**src/source/fetch_pkg.sv**
```systemverilog
//--------------------------------------
// fetch unit definitions
// cache line geometry, queue and stack
// sizes, reset vector and the enums
// shared by the fetch blocks
//--------------------------------------
package fetch_pkg;

   //--------------------------------------
   // address and line geometry
   //--------------------------------------
   localparam int pc_sz          = 32;        // pc / address width
   localparam int xlen           = 32;        // instruction word width
   localparam int line_bytes     = 32;        // bytes per cache line
   localparam int line_bits      = line_bytes * 8;
   localparam int instr_per_line = 8;         // 32 bit slots per line
   localparam int offset_sz      = 5;         // byte offset inside a line

   //--------------------------------------
   // queue and return stack
   //--------------------------------------
   localparam int queue_depth    = 2 * instr_per_line;
   localparam int queue_ptr_sz   = 4;
   localparam int queue_cnt_sz   = 5;         // count runs 0..queue_depth
   localparam int ras_depth      = 8;
   localparam int ras_ptr_sz     = 3;         // wraps, no overflow check

   // first fetch address out of reset
   localparam logic [pc_sz-1:0] reset_vector = 32'h0000_0100;

   // request FSM
   typedef enum logic [1:0] {
      FETCH_IDLE,                             // decide whether to request
      FETCH_ACK,                              // normal line outstanding
      FETCH_RELOAD_ACK                        // line for a reload address outstanding
   } fetch_state_t;

   // predecode classes
   typedef enum logic [2:0] {
      BR_NONE,
      BR_JALR,
      BR_COND,
      BR_JAL,
      BR_RET,                                 // mret
      BR_TRAP                                 // ecall / ebreak
   } branch_kind_t;

   // return stack operations, at most one per line
   typedef enum logic [1:0] {
      RAS_NONE,
      RAS_POP,
      RAS_PUSH,
      RAS_POP_PUSH
   } ras_op_t;

endpackage

```
**src/source/return_stack.sv**
```systemverilog
//--------------------------------------
// return address stack
// 8 entries with a wrapping pointer,
// one operation per accepted line
//--------------------------------------
`timescale 1ns/100ps

module return_stack
(
   input  logic                         clk_in,
   input  logic                         reset_in,
   input  fetch_pkg::ras_op_t           ras_op,
   input  logic [fetch_pkg::pc_sz-1:0]  push_addr,
   input  logic                         line_accept,
   output logic [fetch_pkg::pc_sz-1:0]  ras_top
);
   import fetch_pkg::*;

   logic [pc_sz-1:0]      ras_mem [ras_depth];
   logic [ras_ptr_sz-1:0] ras_ptr;                 // next free entry
   logic [ras_ptr_sz-1:0] below_ptr;               // most recent entry

   assign below_ptr = ras_ptr - 1'b1;              // wraps
   assign ras_top   = ras_mem[below_ptr];

   always_ff @(posedge clk_in)
   begin
      if (reset_in)
      begin
         ras_ptr <= '0;
         for (int e = 0; e < ras_depth; e++)
            ras_mem[e] <= '0;
      end
      else if (line_accept)
      begin
         case (ras_op)
            RAS_POP:      ras_ptr <= below_ptr;
            RAS_PUSH:
            begin
               ras_mem[ras_ptr] <= push_addr;
               ras_ptr          <= ras_ptr + 1'b1;
            end
            RAS_POP_PUSH: ras_mem[below_ptr] <= push_addr;   // replace top, ptr stays
            default:      ras_ptr <= ras_ptr;
         endcase
      end
   end

endmodule
```
**config.mk**
```make
export PLATFORM = sky130hd
export DESIGN_NAME = return_stack
export DESIGN_NICKNAME = d
export VERILOG_FILES = /design/src/source/fetch_pkg.sv /design/src/source/return_stack.sv
export SDC_FILE = /design/constraint.sdc
export NUM_CORES = 1
export LEC_CHECK = 0
export ABC_AREA = 1
export BUFFER_PORTS_ARGS = -buffer_cell sky130_fd_sc_hd__buf_2
export CAP_MARGIN = 20
export CORE_ASPECT_RATIO = 0.9
export CORE_UTILIZATION = 60
export CTS_BUF_LIST = sky130_fd_sc_hd__clkbuf_4 sky130_fd_sc_hd__clkbuf_8
export CTS_CLUSTER_DIAMETER = 30
export DETAILED_ROUTE_END_ITERATION = 6
export PLACE_DENSITY = 0.83
export SYNTH_ARGS = -nofsm -noshare
export SYNTH_HDL_FRONTEND = slang
export SYNTH_SLANG_ARGS = --single-unit
export TNS_END_PERCENT = 10
```
**constraint.sdc**
```tcl
create_clock -name clk_in -period 5.4 [get_ports clk_in]
set_input_delay 0.54 -clock clk_in [delete_from_list [all_inputs] [get_ports clk_in]]
set_output_delay 0.54 -clock clk_in [all_outputs]
set_load 0.01 [all_outputs]
```
==> results of run 1 <==
## registers in the layout, summed over array words and instances, names as in the netlist
name     flops
ras_mem    256
ras_ptr      3
## logic make-up (layout without fill, tap and decap cells)
logic type                 after synthesis  in the layout  share of synthesized area
DFF                                    259            259                      0.589
buffers and inverters                  147            215                     0.0575
and+or+nand+nor                        585            585                      0.271
AOI/OAI and AO/OA                      207            207                     0.0788
adders and majority gates                4              4                    0.00381
## power groups by stage
stage          logic [uW]  clock network [uW]  registers [uW]
2_1_floorplan         553                   0            2360
3_3_place_gp          781                   0            2360
3_5_place_dp          794                   0            2370
4_1_cts               802                1930            2330
5_1_grt               878                2030            2330
6_report              808                1920            2330
## worst paths after layout
check	slack [ns]	to	startpoint
worst max register to register	1.69	ras_mem[1][19]	ras_ptr[0]
worst min-delay path	0.24	ras_ptr[2]	reset_in
worst min register to register	0.56	ras_ptr[2]	ras_ptr[2]
worst max-delay path	0.82	ras_top[0]	ras_ptr[0]
## metal layers
metal  vias up  GRT usage
met1      4463      0.373
met3        73     0.0438
li1       4304          -
met5         -          0
met4         0      0.122
met2       488      0.457
## per-stage QoR
| step | total power [uW] | hold slack [ns] | area, um2 | cells | util |
|---|---|---|---|---|---|
| 2_1_floorplan | 2910 | 0.486 | 13100 | 1202 | - |
| 3_3_place_gp | 3140 | 0.512 | 13600 | 1472 | 0.641 |
| 3_5_place_dp | 3160 | 0.544 | 13600 | 1472 | 0.641 |
| 4_1_cts | 5060 | 0.215 | 14500 | 1556 | 0.687 |
| 5_1_grt | 5240 | 0.237 | 14500 | 1556 | 0.687 |
| 6_report | 5050 | 0.240 | 14500 | 1556 | 0.687 |
## placed cells by master, fill, tap and decap left out, types with 41 or more instances in the layout
cell type	instances
o21ai_0	154
nor3_1	52
clkinv_1	43
clkbuf_8	48
nor3_2	204
edfxtp_1	256
buf_2	68
o21ai_1	41
nor2_1	195
nand2_1	124
## synthesized netlist by cell type
master,number
edfxtp_1,256
nor3_2,204
nor2_1,195
o21ai_0,162
nand2_1,128
nor3_1,52
o21ai_1,41
clkbuf_1,39
clkinv_1,32
buf_4,30
buf_2,25
buf_6,8
inv_1,7
a21oi_1,4
ha_1,4
buf_1,3
dfxtp_1,3
inv_2,3
nand3_1,2
nand3_2,2
nand4_1,1
nor2_2,1
## layout make-up
type                       count  area (um2)  area share
sequential                   259        7750       0.533
multi-input combinational    796        4790       0.330
clock buffer                  57         728      0.0501
inverter                      42         160      0.0110
clock inverter                27         246      0.0170
timing repair buffer          89         498      0.0343
tap                          286         358      0.0246
## timing repair
action | 4_1_cts | 5_1_grt
endpoints found under the hold margin | 0 | 0
endpoints found under the setup margin | 0 | 18
resized for setup | 0 | 1
hold buffers | 0 | 0
## worst max-delay path, stage by stage, from the launching register on
cell and delay, ns:
dfxtp_4 0.71, inv_4 0.40, ha_4 0.59, buf_4 0.80
o21ai_0 0.25, o21ai_0 0.25, nand2_1 0.08, nand2_1 0.10
buf_2 0.13
==> metrics, run 1 <==
Fin. Hold Viols 0; Mapped Cells 1,202; CTS clock-pin slew for the worst setup and hold paths 0.06 ns; Area Growth Syn to Fin 10.5%; Skew-Pair Late Insertion Delay 0.57 ns; CP Class reg -> out; Post-Syn Nets 1,243; Slew HR 0.310; max-cap violations 0; Core Region 21,100 um2; final setup margin 0.822 ns; final setup vio count 0; setup_tns 0 ns; hold depth 2; pre-CTS WS 0.879 ns; Hold Path Class in -> reg; I/O Pins 69; Synth area leaders edfxtp_1 58%, nor3_2 16%, o21ai_0 6.2%, nor2_1 5.6%, nand2_1 3.7%; leakage power 0.00487 uW; H-Tree Level Count 2; pwr/cell area 348 nW/um2; layout cells sized above 1 0.304; number of remaining DRC errors 0; post-DR wirelength/cell 19.7 um; nets 1,277; startpoint class of the critical path flip-flop; status completed; Worst Path Arrival 4.04 ns; clock tree from TritonCTS built; Avg Inst Size Synth 10.9 um2; Syn Std Cell Area 13,100 um2; RSZ-0062 raised after global routing no; Vias/cell 5.99; register share of total power 0.460; first-pass GRT wire length 48,100 um; Net Sw Power 1460 uW; drt initial violations 938; n_diodes 0; Post-DRT Antenna Nets 0; post-synthesis sequential area ratio 0.589; part of the cycle the worst path needs 0.848; Crit. End Element output port; largest net degree at the start of global routing 104; GPL Wtd Cong 0.788; DR top layer met4; vias in the first global route 9,101; Crit Path Max Fanout 103; Synth area leader edfxtp_1; GRT Total Usage 0.280; total wire length 30,700 um; routed length on met3 2690 um; worst clock skew 0.0230 ns; peak supply drop 0.329 mV; Num CTS Buffers 48; #FFs+latches synth 259; Post-Route M1 WL 12,200 um; Final Critical Period 4.58 ns; Root Driver clkbuf_8; HPWL Detailed 15,700 um; Gate power share 0.160; Max Clock Freq 0.218 GHz; post-synth top area share 0.585; internal power 3590 uW; die area 22,500 um2; Reg2Reg Depth 7; synth warn 0; Clock Sinks 259; Sw Ratio 0.289; # Post-CTS Setup Buffers 0; WP data required 4.86 ns; power share of the clock group 0.380; GRT overflow 0; met2 WL 14,900 um; IO buf count 68; count of cell types in the netlist 22; DIE WIDTH 158 um; Layout fillers 1,549; CTS max path bufs 3; Final Max Tran Viols 0; chip height 142 um; Rows 50; antenna violations before repair 0; first drt pass iteration count 5; worst-margin pin slew 1.03 ns; Initial Util 0.622; via count 9,328
No activity file was read; power rests on OpenSTA's default activity.
==> run 2: changes to the inputs <==
--- a/config.mk
+++ b/config.mk
@@ -5,7 +5,7 @@
 export SDC_FILE = /design/constraint.sdc
 export NUM_CORES = 1
 export LEC_CHECK = 0
-export ABC_AREA = 1
+export ABC_AREA = 0
 export BUFFER_PORTS_ARGS = -buffer_cell sky130_fd_sc_hd__buf_2
 export CAP_MARGIN = 20
 export CORE_ASPECT_RATIO = 0.9
@@ -13,7 +13,7 @@
 export CTS_BUF_LIST = sky130_fd_sc_hd__clkbuf_4 sky130_fd_sc_hd__clkbuf_8
 export CTS_CLUSTER_DIAMETER = 30
 export DETAILED_ROUTE_END_ITERATION = 6
-export PLACE_DENSITY = 0.83
+export PLACE_DENSITY = 0.84
 export SYNTH_ARGS = -nofsm -noshare
 export SYNTH_HDL_FRONTEND = slang
 export SYNTH_SLANG_ARGS = --single-unit
==> constraint.sdc (replaced) <==
create_clock -name clk_in -period 4.7 [get_ports clk_in]
set_input_delay 0.47 -clock clk_in [delete_from_list [all_inputs] [get_ports clk_in]]
set_output_delay 0.47 -clock clk_in [all_outputs]
set_load 0.01 [all_outputs]
==> metrics, run 2 <==
Max Clock Freq 0.292 GHz; leakage power 0.00465 uW; CP Class reg -> out; xor-xnor portion of the synthesized cell area 0.00646; Worst Path Arrival 2.95 ns; Initial Util 0.615; layout cells sized above 1 0.323; H-Tree Level Count 2; Mapped Cells 767; Crit Path Max Fanout 27; HPWL Detailed 15,500 um; Synth area leaders edfxtp_1 65%, mux4_2 12%, nor3_1 11%, mux2_4 2.2%, mux2_2 1.4%; count of cell types in the netlist 39; post-synthesis sequential area ratio 0.655; Crit. End Element output port; Post-DRT Antenna Nets 0; CTS max path bufs 3; CTS clock-pin slew for the worst setup and hold paths 0.06 ns; Biggest register ras_mem; post-DR wirelength/cell 25.1 um; peak supply drop 0.365 mV; Hold Path Class in -> reg; Syn Std Cell Area 11,800 um2; synth warn 0; max-cap violations 0; critical path startpoint ras_ptr[2]; IO buf count 68; largest net degree at the start of global routing 87; R2R Path End ras_mem[5][9]; Synth Area in Compound Gates 0.00931; Final Critical Period 3.42 ns; combinational family with the most area after synthesis multiplexers; worst-margin pin slew 0.974 ns; chip height 135 um; I/O Pins 69; die area 20,300 um2; final setup vio count 0; drt initial violations 699; setup_tns 0 ns; Slew HR 0.350; first drt pass iteration count 4; max reg flops 256; most frequent cells after synthesis 256 x edfxtp_1, 255 x nor3_1, 61 x mux4_2; antenna violations before repair 0; R2R setup slack 1.49 ns; adder-cell share of the synthesized area 0.00423; Post-Syn Nets 808; count leader, synth edfxtp_1; # Post-CTS Setup Buffers 0; Area Growth Syn to Fin 14.1%; nets 875; Skew-Pair Late Insertion Delay 0.57 ns; first-pass GRT wire length 43,100 um; status completed; Simple-Gate Fraction of Synth Area 0.121; Vias/cell 6.62; number of remaining DRC errors 0; via count 7,418; Clock Sinks 259; Num CTS Buffers 47; vias in the first global route 7,757; Setup crit end ras_top[31]; Fin. Hold Viols 0; sequential cell area 7750 um2; Largest regs ras_mem (256), ras_ptr (3); WP data required 4.23 ns; GRT Total Usage 0.291; Reg-to-Reg Start ras_ptr[0]; Layout fillers 1,227; total wire length 28,100 um; Core Region 19,200 um2; worst clock skew 0.0262 ns; post-CTS sizing 0; GPL Wtd Cong 0.809; Final Max Tran Viols 0; RSZ-0062 raised after global routing no; DIE WIDTH 150 um; multi-input logic area 3740 um2; pwr/cell area 436 nW/um2; Hold WS 0.272 ns; Cells after DPL 1,034; Root Driver clkbuf_8; clock tree from TritonCTS built; post-synth top area share 0.650; top_reg_cell synth edfxtp_1; Finished Layout Cells 1,120; Synth area leader edfxtp_1; final core occ 0.702; Async S/R FF share, synth 0; Reg2Reg Depth 5; leading cell types in the layout, fill and taps excluded 256 x edfxtp_1, 255 x nor3_1, 68 x buf_2; #FFs+latches synth 259; Avg Inst Size Synth 15.4 um2; Rows 48; EDFF count, synth 256; GRT overflow 0; n_diodes 0; Final Total Pwr 5880 uW; startpoint class of the critical path flip-flop; most common cell after layout, fill and taps aside edfxtp_1; mux contribution to synthesized area 0.160; part of the cycle the worst path needs 0.728; CTS hold repair buffers 0
run 2: layout make-up:
cell class / instances / share of cell area
sequential: 259 / 0.575
clock buffer: 53 / 0.0517
tap: 250 / 0.0232
inverter: 35 / 0.00974
clock inverter: 32 / 0.0222
multi-input combinational: 398 / 0.277
timing repair buffer: 93 / 0.0415
run 2: stage by stage:
step                worst slack, ns  cell area, um2
floorplan                      1.13           11800
global placement               1.47           12400
detailed placement             1.41           12500
CTS                            1.28           13500
global route                   1.23           13500
finish                         1.28           13500
run 2: how the worst min path moves through the flow:
stage	startpoint	to	slack, ns	depth (start not counted)
final	reset_in	ras_ptr[0]	0.27	2
after global routing	reset_in	ras_ptr[0]	0.29	2
after CTS	reset_in	ras_ptr[0]	0.25	2
after detailed placement	ras_ptr[1]	ras_ptr[1]	0.55	2
after global placement	ras_ptr[1]	ras_ptr[1]	0.52	2
after floorplan	ras_ptr[1]	ras_ptr[1]	0.49	2
run 2: cell families after synthesis:
family	count (synthesis)
compound gates	15
xor+xnor	7
fa+ha+maj	4
buf+inv	110
flops	259
mux	97
simple gates	275
run 2: power by group:
group | total [uW] | internal, uW | switching (uW)
Combinational | 952 | 397 | 555
Sequential | 2680 | 2650 | 39.7
Clock | 2240 | 1280 | 961
Total | 5880 | 4330 | 1560
run 2: critical path, stage by stage (launching register included):
cell and delay, ns:
dfxtp_1 0.83, xor2_4 0.40, buf_4 0.57, mux2_2 0.43, buf_2 0.15
run 2: metal layers:
metal | GRT usage | up-vias | part of all wire
met2 | 0.471 | 481 | 0.50
li1 | - | 3173 | -
met1 | 0.388 | 3675 | 0.37
met5 | 0 | - | 0
met4 | 0.134 | 0 | 0.036
met3 | 0.0549 | 89 | 0.097
