===== src/source/fetch_pkg.sv =====
//--------------------------------------
// fetch unit definitions
// cache line geometry, queue and stack
// sizes, reset vector and the enums
// shared by the fetch blocks
//--------------------------------------
package fetch_pkg;

   //--------------------------------------
   // address and line geometry
   //--------------------------------------
   localparam int pc_sz          = 32;        // pc / address width
   localparam int xlen           = 32;        // instruction word width
   localparam int line_bytes     = 32;        // bytes per cache line
   localparam int line_bits      = line_bytes * 8;
   localparam int instr_per_line = 8;         // 32 bit slots per line
   localparam int offset_sz      = 5;         // byte offset inside a line

   //--------------------------------------
   // queue and return stack
   //--------------------------------------
   localparam int queue_depth    = 2 * instr_per_line;
   localparam int queue_ptr_sz   = 4;
   localparam int queue_cnt_sz   = 5;         // count runs 0..queue_depth
   localparam int ras_depth      = 8;
   localparam int ras_ptr_sz     = 3;         // wraps, no overflow check

   // first fetch address out of reset
   localparam logic [pc_sz-1:0] reset_vector = 32'h0000_0100;

   // request FSM
   typedef enum logic [1:0] {
      FETCH_IDLE,                             // decide whether to request
      FETCH_ACK,                              // normal line outstanding
      FETCH_RELOAD_ACK                        // line for a reload address outstanding
   } fetch_state_t;

   // predecode classes
   typedef enum logic [2:0] {
      BR_NONE,
      BR_JALR,
      BR_COND,
      BR_JAL,
      BR_RET,                                 // mret
      BR_TRAP                                 // ecall / ebreak
   } branch_kind_t;

   // return stack operations, at most one per line
   typedef enum logic [1:0] {
      RAS_NONE,
      RAS_POP,
      RAS_PUSH,
      RAS_POP_PUSH
   } ras_op_t;

endpackage


===== src/source/fetch_control.sv =====
//--------------------------------------
// fetch control
// request FSM towards the instruction
// cache, pc, reload capture and the
// next fetch address
//--------------------------------------
`timescale 1ns/100ps

module fetch_control
(
   input  logic                         clk_in,
   input  logic                         reset_in,
   input  logic                         cpu_halt,          // hold off, line gets refetched
   input  logic                         pc_reload,         // mispredict from later stage
   input  logic                         ic_reload,         // store hit the icache space
   input  logic [fetch_pkg::pc_sz-1:0]  pc_reload_addr,
   input  logic                         ic_ack,
   input  logic                         queue_full,
   input  logic [fetch_pkg::pc_sz-1:0]  last_pred_addr,    // from predecode
   output logic                         ic_req,
   output logic [fetch_pkg::pc_sz-1:0]  ic_addr,
   output logic [fetch_pkg::pc_sz-1:0]  pc,
   output logic                         line_accept,
   output logic                         flush
);
   import fetch_pkg::*;

   fetch_state_t     state;
   logic             reload_flag;                          // reload seen, not yet refetched
   logic [pc_sz-1:0] reload_addr;                          // newest reload target
   logic [pc_sz-1:0] lpa;                                  // last predicted address
   logic             xfer;                                 // line moves this cycle

   assign xfer    = ic_req & ic_ack;
   assign flush   = pc_reload | ic_reload;
   assign ic_addr = pc;                                    // held stable while req is high

   // a line fetched before the reload is thrown away, only the
   // reload acknowledge line is kept
   assign line_accept = xfer & !cpu_halt & !flush &
                        (!reload_flag | (state == FETCH_RELOAD_ACK));

   //--------------------------------------
   // request FSM
   //--------------------------------------
   always_ff @(posedge clk_in)
   begin
      if (reset_in)
      begin
         state       <= FETCH_IDLE;
         ic_req      <= 1'b0;
         pc          <= reset_vector;
         lpa         <= reset_vector;
         reload_flag <= 1'b0;
      end
      else
      begin
         case (state)
            FETCH_IDLE:
            begin
               if (!queue_full && !ic_reload)
               begin
                  ic_req <= 1'b1;
                  pc     <= reload_flag ? reload_addr : lpa;
                  // a reload arriving now makes this address stale
                  state  <= (reload_flag && !flush) ? FETCH_RELOAD_ACK : FETCH_ACK;
               end
            end
            default:                                       // both ack states
            begin
               if (xfer)
               begin
                  ic_req <= 1'b0;
                  lpa    <= last_pred_addr;                // pc itself when nothing kept
                  state  <= FETCH_IDLE;
               end
               else if (flush)
                  state  <= FETCH_ACK;                     // newer reload, drop this line
            end
         endcase

         if (flush)
            reload_flag <= 1'b1;                           // set wins over clear
         else if (xfer && (state == FETCH_RELOAD_ACK))
            reload_flag <= 1'b0;
      end

      if (flush)
         reload_addr <= pc_reload_addr;                    // newest address wins
   end

endmodule


===== config.mk =====
export PLATFORM = sky130hd
export DESIGN_NAME = fetch_control
export DESIGN_NICKNAME = d
export VERILOG_FILES = /design/src/source/fetch_pkg.sv /design/src/source/fetch_control.sv
export SDC_FILE = /design/constraint.sdc
export NUM_CORES = 1
export LEC_CHECK = 0
export ABC_CLOCK_PERIOD_IN_PS = 3600
export BUFFER_PORTS_ARGS = -buffer_cell sky130_fd_sc_hd__buf_2
export CAP_MARGIN = 40
export CORE_AREA = 5 5 100 102
export CTS_CLUSTER_SIZE = 30
export DETAILED_ROUTE_END_ITERATION = 6
export DIE_AREA = 0 0 105 107
export GPL_TIMING_DRIVEN = 0
export PLACE_DENSITY = 0.72
export SYNTH_ARGS = -nofsm -noshare
export SYNTH_HDL_FRONTEND = slang
export SYNTH_SLANG_ARGS = --single-unit

===== constraint.sdc =====
create_clock -name clk_in -period 3.6 [get_ports clk_in]
set_clock_uncertainty 0.2 [all_clocks]
set_input_delay 0.54 -clock clk_in [delete_from_list [all_inputs] [get_ports clk_in]]
set_output_delay 0.54 -clock clk_in [all_outputs]
set_load 0.03 [all_outputs]

==> summary.txt, run 1 <==
Status
  – Status: completed

Routing
  – Drt wl/cell: 15.0 microns
  – Routed vias: between 3000 and 4000
  – Routed WL: 9490 microns
  – Vias per std cell: 4.81
  – DRC violations left: 0
  – Post-route ant nets: 0
  – TritonRoute pass-1 iters: 6
  – 1st-iter DRT viols: 81

Synthesis
  – Count leader, synth: dfxtp_1
  – Synth async-reset ratio: 0%
  – Synth area leaders: dfxtp_1 34%, edfxtp_1 24%, mux2i_1 7.8%
  – Cell Area, Synth: 0.00397 sq mm
  – Syn_area_per_cell: 10.7 sq um
  – Syn nets: 440
  – Post-synth top flop: dfxtp_1
  – Post-synth EDFFs: 32
  – Yosys warns: 0
  – Yosys top cell area share: 34.3%
  – Yosys cell types: 27
  – Post-Synthesis Cells: 369
  – Synth area leader: dfxtp_1
  – Post-synth top cells: 68 x dfxtp_1, 65 x nand2_1, 35 x buf_4, 34 x nor2_1, 33 x a21oi_1
  – Sequential share of the synthesized area: 58.5%
  – #FFs+latches synth: 100

Timing
  – Worst slew pin tran: about 0.83 ns
  – Final setup violation count: 0
  – Slew Limit Fails: 0
  – Normalized max-slew margin: 44.5%
  – Post-route minimum period: 2.90 ns
  – RSZ-0062 raised after global routing: no
  – Fin. Hold Viols: 0
  – Crit path setup slack, layout: 0.697 ns
  – FMAX: 0.345 GHz
  – Period utilisation layout: 80.6%
  – Setup TNS: 0 ns

Final layout
  – Diode count: 0
  – Net total in the final layout: about 600
  – Total area of sequential cells: between 0.002 and 0.0025 sq mm
  – Area grow syn2layout: 26.1%
  – Fillers: about 850
  – Multi-input gate area: about 0.0013 sq mm
  – Layout cells sized above 1: between 40 and 50%

Global route
  – Gr usage total: 16.3%
  – Largest net degree at the start of global routing: 36
  – Total gr overflow: 0
  – Antenna violations before repair: 0
  – First-pass GRT wire length: between 10000 and 15000 microns
  – Vias in the first global route: just over 3000

Floorplanning
  – Die span in x: ~110 microns
  – Core ar.: between 0.009 and 0.01 sq mm
  – I/O Pins: around 140
  – Die height: around 110 microns
  – Core Rows: 35
  – Die area: 0.0112 sq mm
  – Starting Density: 44.0%

Clocking
  – Worst skew pair latency: 0.35 ns
  – Hold bufs inserted after CTS: 0
  – Setup repair bufs after CTS: 0
  – H-tree levels: 3
  – CTS Buf Count: 9
  – Max Buffers Root-to-Sink: 2
  – Clk root buf: clkbuf_8
  – CTS Sinks: 100
  – Clock Pin Slew Worst Setup and Hold Paths: 0.10 ns
  – Resized cells post-CTS: 0
  – CTS tree: built

Critical path
  – CP required: roughly 2.9 ns
  – Critical path class: in -> out
  – RR Startpoint: state[1]
  – Worst R2R End: ic_addr[28]
  – Crit path launch type: primary input
  – Data arrival, critical path: about 2.2 ns
  – Crit Path Max Fanout: 35
  – Cell count of the worst reg-to-reg path: 4
  – R2R setup slack: 1.89 ns
  – Worst Setup End Kind: output pin

Place
  – Post-Place Worst Slack: ~0.74 ns
  – Hpwl dp: 6970 microns
  – Port bufs: 136
  – GPL Wtd Cong: 0.788

Min path
  – Hold EP: reload_addr[29]
  – WHS Path Cells: 1
  – Hold Startpoint: pc_reload_addr[29]
  – HP Class: in -> reg

Run
  – Max Cap Viol: 0

Power
  – Max VDD drop: 0.181 mV
  – PD cells: 485 mW/mm^2
  – Static leakage: 2.20 nW
-- power by group --
part,switching [mW],leakage [nW],internal [mW]
Clock,0.381,0.105,0.398
Combinational,0.234,1.22,0.147
Sequential,0.0333,0.880,1.23
-- state kept, by name, summed over array words and instances (netlist names) --
signal / flops
ic_addr: 32
lpa: 32
reload_addr: 32
state: 2
ic_req: 1
reload_flag: 1
-- layer usage --
metal  share of wire [%]  wire length [microns]  global-route usage, %  vias to the layer above
li1                    -                      -                      -                     1535
met1                  42                   3950                   19.6                     1394
met2                  50                   4740                   28.6                       94
met3                 6.2                    585                   3.25                       16
met4                 2.3                    215                   6.48                        0
met5                   0                      0                      0                        -
-- cells in the final DEF, fill, tap and decap left out, drive strengths merged, types with 2 or more instances in the layout --
cell	instances
a2111oi	2
a211oi	31
a21oi	33
buf	186
bufinv	2
clkbuf	18
dfxtp	68
edfxtp	32
inv	4
mux2i	31
nand2	65
nor2	34
nor3	3
-- cell type report --
type / instances / area share, %
inverter: 2 / 0.150
sequential: 100 / 46.4
multi-input combinational: 210 / 25.2
clock inverter: 5 / 1.70
timing repair buffer: 136 / 13.6
tap: 111 / 2.78
clock buffer: 11 / 2.63
buffer: 57 / 7.50
-- per-stage QoR --
step                      instances  hold slack, ns  util (%)  total power [mW]  instance area [sq um]
after floorplan                 369           0.234         -              1.55                   3970
after global placement          616           0.241      53.1              1.67                   4790
after detailed placement        616           0.246      53.1              1.68                   4790
after CTS                       632           0.138      55.5              2.45                   5000
after global routing            632           0.136      55.5              2.52                   5000
final                           632           0.151      55.5              2.42                   5000
-- kinds of logic (layout without fill, tap and decap cells) --
group / Yosys count / after routing / share of synthesized area, %
AOI/OAI and AO/OA: 71 / 71 / 12.7
muxes: 32 / 32 / 8.11
DFF: 100 / 100 / 58.5
and+or+nand+nor: 107 / 107 / 10.9
buffers and inverters: 59 / 211 / 9.65
-- worst max-delay path by stage --
stage	startpoint	to	cells after the start	slack, ns
floorplan	ic_reload	line_accept	3	0.02
global placement	ic_reload	line_accept	5	0.33
detailed placement	ic_reload	line_accept	5	0.74
CTS	ic_reload	line_accept	5	0.73
global route	ic_reload	line_accept	5	0.67
finish	ic_reload	line_accept	5	0.70
-- worst max-delay path, stage by stage --
cell       delay [ns]
buf_2            0.12
nor2_1           0.16
inv_2            0.35
a2111oi_0        0.66
buf_2            0.32
No activity file was read; power rests on OpenSTA's default activity.
==> inputs of run 2 (changes only) <==
- ABC_CLOCK_PERIOD_IN_PS: 3600 -> 2600
- PLACE_DENSITY: 0.72 -> 0.75
- clock period: 3.6 -> 2.6 ns (I/O delays scaled with it)
==> summary.txt, run 2 (synthesized netlist as in run 1, its figures left out) <==
Status
  – Status: completed

Floorplanning
  – Starting Density: 44.0%
  – Die span in x: about 110 microns
  – Core Rows: 35
  – Core ar.: about 0.009 sq mm
  – I/O Pins: 138
  – Die area: 0.0112 sq mm
  – Die height: 107 microns

Timing
  – Fin. Hold Viols: 0
  – FMAX: 0.449 GHz
  – Slew Limit Fails: 0
  – Worst slew pin tran: 0.821 ns
  – Period utilisation layout: 85.6%
  – RSZ-0062 raised after global routing: no
  – Normalized max-slew margin: 45.2%
  – Hold_ws: between 0.015 and 0.02 ns
  – Post-route minimum period: 2.23 ns
  – Final setup violation count: 0

Critical path
  – CP required: 2.01 ns
  – Critical path class: reg -> out
  – Crit Path Max Fanout: 10
  – Worst Setup End Kind: output pin
  – Crit path launch type: register
  – Data arrival, critical path: 1.64 ns

Final layout
  – Fillers: 802
  – Commonest non-fill, non-tap cell in the layout: buf_2
  – Diode count: 0
  – Area grow syn2layout: 29.4%
  – Most frequent cells in the layout: 148 x buf_2, 68 x dfxtp_1, 65 x nand2_1, 35 x buf_4, 34 x nor2_1
  – Layout cells sized above 1: 40.1%
  – Total area of sequential cells: 0.00232 sq mm
  – Multi-input gate area: approximately 0.0013 sq mm
  – Net total in the final layout: 600

Clocking
  – Resized cells post-CTS: 0
  – Worst skew pair latency: 0.35 ns
  – H-tree levels: 3
  – Hold bufs inserted after CTS: 5
  – Clock Pin Slew Worst Setup and Hold Paths: around 0.090 ns
  – CTS Buf Count: 9
  – CTS tree: built
  – Max Buffers Root-to-Sink: 2
  – Setup repair bufs after CTS: 0
  – Clk root buf: clkbuf_8
  – CTS Sinks: 100

Routing
  – Vias per std cell: 4.85
  – TritonRoute pass-1 iters: 4
  – Routed WL: 9840 microns
  – Post-route ant nets: 0
  – 1st-iter DRT viols: between 70 and 80
  – Routed vias: about 3100
  – Drt wl/cell: 15.3 microns
  – DRC violations left: 0

Run
  – Max Cap Viol: 0

Global route
  – Total gr overflow: 0
  – Largest net degree at the start of global routing: 36
  – First-pass GRT wire length: 15600 microns
  – Vias in the first global route: 3146
  – Gr usage total: 17.2%
  – Antenna violations before repair: 0

Power
  – Fraction of power spent switching nets: 26.4%
  – Net Sw Power: 0.883 mW
  – Combinational power share: roughly 16%
  – Flop pwr share: 52.4%
  – Static leakage: 2.26 nW
  – Clk network pwr share: 31.4%
  – Max VDD drop: 0.285 mV
  – Final Power: 3.34 mW
  – PD cells: roughly 650 mW/mm^2
  – Cell internal pwr: between 2 and 2.5 mW

Place
  – Port bufs: ~140
  – GPL Wtd Cong: roughly 0.77
  – Hpwl dp: 7100 microns

Min path
  – HP Class: in -> reg
[run 2: cell types whose count changed in the layout (fill, tap and decap cells not counted), sizes merged]
cell | previous run | this run
clkinv | 0 | 2
dlygate4sd3 | 0 | 13
inv | 4 | 2
[run 2: worst max-delay path, cell delays in order (launching register included)]
cell and delay, ns:
dfxtp_1 0.30, buf_2 0.18, buf_2 0.24, a2111oi_2 0.31, buf_2 0.27
[run 2: final cells by class]
cell class                 instances  share of cell area, %
buffer                            57                   7.32
multi-input combinational        210                   24.7
clock buffer                      11                   2.56
clock inverter                     5                   1.51
timing repair buffer             149                   15.8
tap                              111                   2.71
inverter                           2                  0.146
sequential                       100                   45.3
[run 2: power groups by stage]
stage,clock [mW],sequential (mW),combinational [mW]
after floorplan,0,1.85,0.291
after global placement,0,1.78,0.526
after detailed placement,0,1.79,0.533
after CTS,1.07,1.75,0.540
after global routing,1.13,1.76,0.588
final,1.05,1.75,0.544
[run 2: metal layers]
metal / wire [microns] / GRT usage (%)
met2: 5210 / 31.3
met4: 104 / 4.38
met1: 4000 / 20.7
met5: 0 / 0
met3: 527 / 3.61
[run 2: path summary, 6_finish.rpt]
check / startpoint / endpoint / slack, ns / cells past startpoint
setup / recovery: reload_flag / line_accept / 0.37 / 4
setup reg to reg: state[1] / ic_addr[27] / 0.84 / 4
hold / removal: pc_reload_addr[14] / reload_addr[14] / 0.02 / 1
hold reg to reg: lpa[2] / lpa[2] / 0.26 / 2
[run 2: per-stage QoR]
stage | instances | util [%] | setup TNS, ns | instance area, sq um | setup slack (ns)
after floorplan | 369 | - | 0 | 3970 | 0.137
after global placement | 616 | 53.1 | -0.0949 | 4790 | -0.0563
after detailed placement | 616 | 53.1 | 0 | 4790 | 0.344
after CTS | 637 | 56.0 | 0 | 5050 | 0.334
after global routing | 645 | 56.9 | 0 | 5130 | 0.260
final | 645 | 56.9 | 0 | 5130 | 0.374
==> inputs of run 3 (changes only) <==
- HOLD_SLACK_MARGIN: default -> 0.03
==> summary.txt, run 3 (synthesized netlist as in run 1, its figures left out) <==
Power
  – Static leakage: 2.33 nW
  – Final Power: 3.37 mW
  – Max VDD drop: 0.259 mV
  – PD cells: 633 mW/mm^2

Routing
  – 1st-iter DRT viols: 113
  – TritonRoute pass-1 iters: 4
  – Routed WL: 9980 microns
  – Post-route ant nets: 0
  – Routed vias: ~3200
  – DRC violations left: 0
  – Drt wl/cell: 15.0 microns
  – Vias per std cell: 4.83

Run
  – Max Cap Viol: 0

Clocking
  – Resized cells post-CTS: 0
  – Clock Pin Slew Worst Setup and Hold Paths: 0.10 ns
  – CTS tree: built
  – CTS Sinks: 100
  – Max Buffers Root-to-Sink: 2
  – Worst skew pair latency: 0.35 ns
  – CTS Buf Count: 9
  – Clk root buf: clkbuf_8
  – H-tree levels: 3

Floorplanning
  – I/O Pins: 138
  – Core Rows: 35
  – Die area: roughly 0.011 sq mm
  – Die height: between 100 and 150 microns
  – Core ar.: 0.00902 sq mm
  – Die span in x: 105 microns
  – Starting Density: 44.0%

Final layout
  – Diode count: 0
  – Net total in the final layout: 619
  – Layout cells sized above 1: 38.7%
  – Total area of sequential cells: 0.00232 sq mm
  – Most frequent cells in the layout: 148 x buf_2, 68 x dfxtp_1, 65 x nand2_1, 35 x buf_4, 34 x nor2_1
  – Fillers: between 700 and 800
  – Commonest non-fill, non-tap cell in the layout: buf_2
  – Area grow syn2layout: 34.2%
  – Multi-input gate area: 0.00127 sq mm

Timing
  – RSZ-0062 raised after global routing: no
  – Normalized max-slew margin: 46.0%
  – Slew Limit Fails: 0
  – Hold_ws: 0.0680 ns
  – Setup TNS: 0 ns
  – FMAX: about 0.45 GHz
  – Worst slew pin tran: ~0.81 ns
  – Crit path setup slack, layout: 0.367 ns
  – Final setup violation count: 0
  – Post-route minimum period: 2.23 ns
  – Fin. Hold Viols: 0
  – Period utilisation layout: 85.9%

Global route
  – First-pass GRT wire length: 16100 microns
  – Gr usage total: approximately 18%
  – Antenna violations before repair: 0
  – Largest net degree at the start of global routing: 36
  – Total gr overflow: 0
  – Vias in the first global route: about 3300

Place
  – GPL Wtd Cong: 0.767
  – Hpwl dp: 7100 microns
  – Port bufs: around 140
  – Post-Place Worst Slack: between 0.3 and 0.4 ns

Critical path
  – CP required: ~2 ns
  – Crit Path Max Fanout: 10
  – Data arrival, critical path: 1.64 ns
  – Critical path class: reg -> out
  – Crit path launch type: register
  – Worst Setup End Kind: output pin

Status
  – Status: completed

Min path
  – HP Class: in -> reg
## run 3: per-stage QoR
step | util (%) | cells | area (sq um)
after floorplan | - | 369 | 3970
after global placement | 53.1 | 616 | 4790
after detailed placement | 53.1 | 616 | 4790
after CTS | 59.0 | 664 | 5320
after global routing | 59.0 | 664 | 5320
final | 59.0 | 664 | 5320
## run 3: worst max-delay path, cell delays in order, from the launching register on
cell       delay [ns]
dfxtp_1          0.30
buf_2            0.18
buf_2            0.24
a2111oi_2        0.31
buf_2            0.27
## run 3: cell type report
| class | count | area share (%) |
|---|---|---|
| multi-input cells | 210 | 23.8 |
| flip-flops and latches | 100 | 43.6 |
| clock buffers | 11 | 2.47 |
| clock inverters | 5 | 1.46 |
| well taps | 111 | 2.61 |
| plain buffers | 57 | 7.05 |
| repair buffers | 168 | 18.8 |
| inverters | 2 | 0.141 |
## run 3: path summary, 6_finish.rpt
| kind | start | slack (ns) | cells past startpoint | end |
|---|---|---|---|---|
| worst max-delay path | reload_flag | 0.37 | 4 | line_accept |
| worst min-delay path | last_pred_addr[10] | 0.07 | 3 | lpa[10] |
| worst max register to register | state[1] | 0.83 | 4 | ic_addr[29] |
| worst min register to register | lpa[2] | 0.26 | 2 | lpa[2] |
## run 3: power by group
part	internal [mW]	switching [mW]
clock	0.540	0.507
combinational	0.235	0.331
sequential	1.70	0.0479
## run 3: per-layer routing
metal  GRT usage [%]  vias to the layer above  part of all wire [%]
met1            21.2                     1494                    40
li1                -                     1600                     -
met3            3.67                       15                   5.8
met4            5.57                        0                   1.6
met5               0                        -                     0
met2            32.1                      101                    52
## run 3: what timing repair did
item | 4_1_cts | 5_1_grt
buffers inserted | 0 | 0
hold buffers | 32 | 0
hold endpoints to repair | 32 | 0
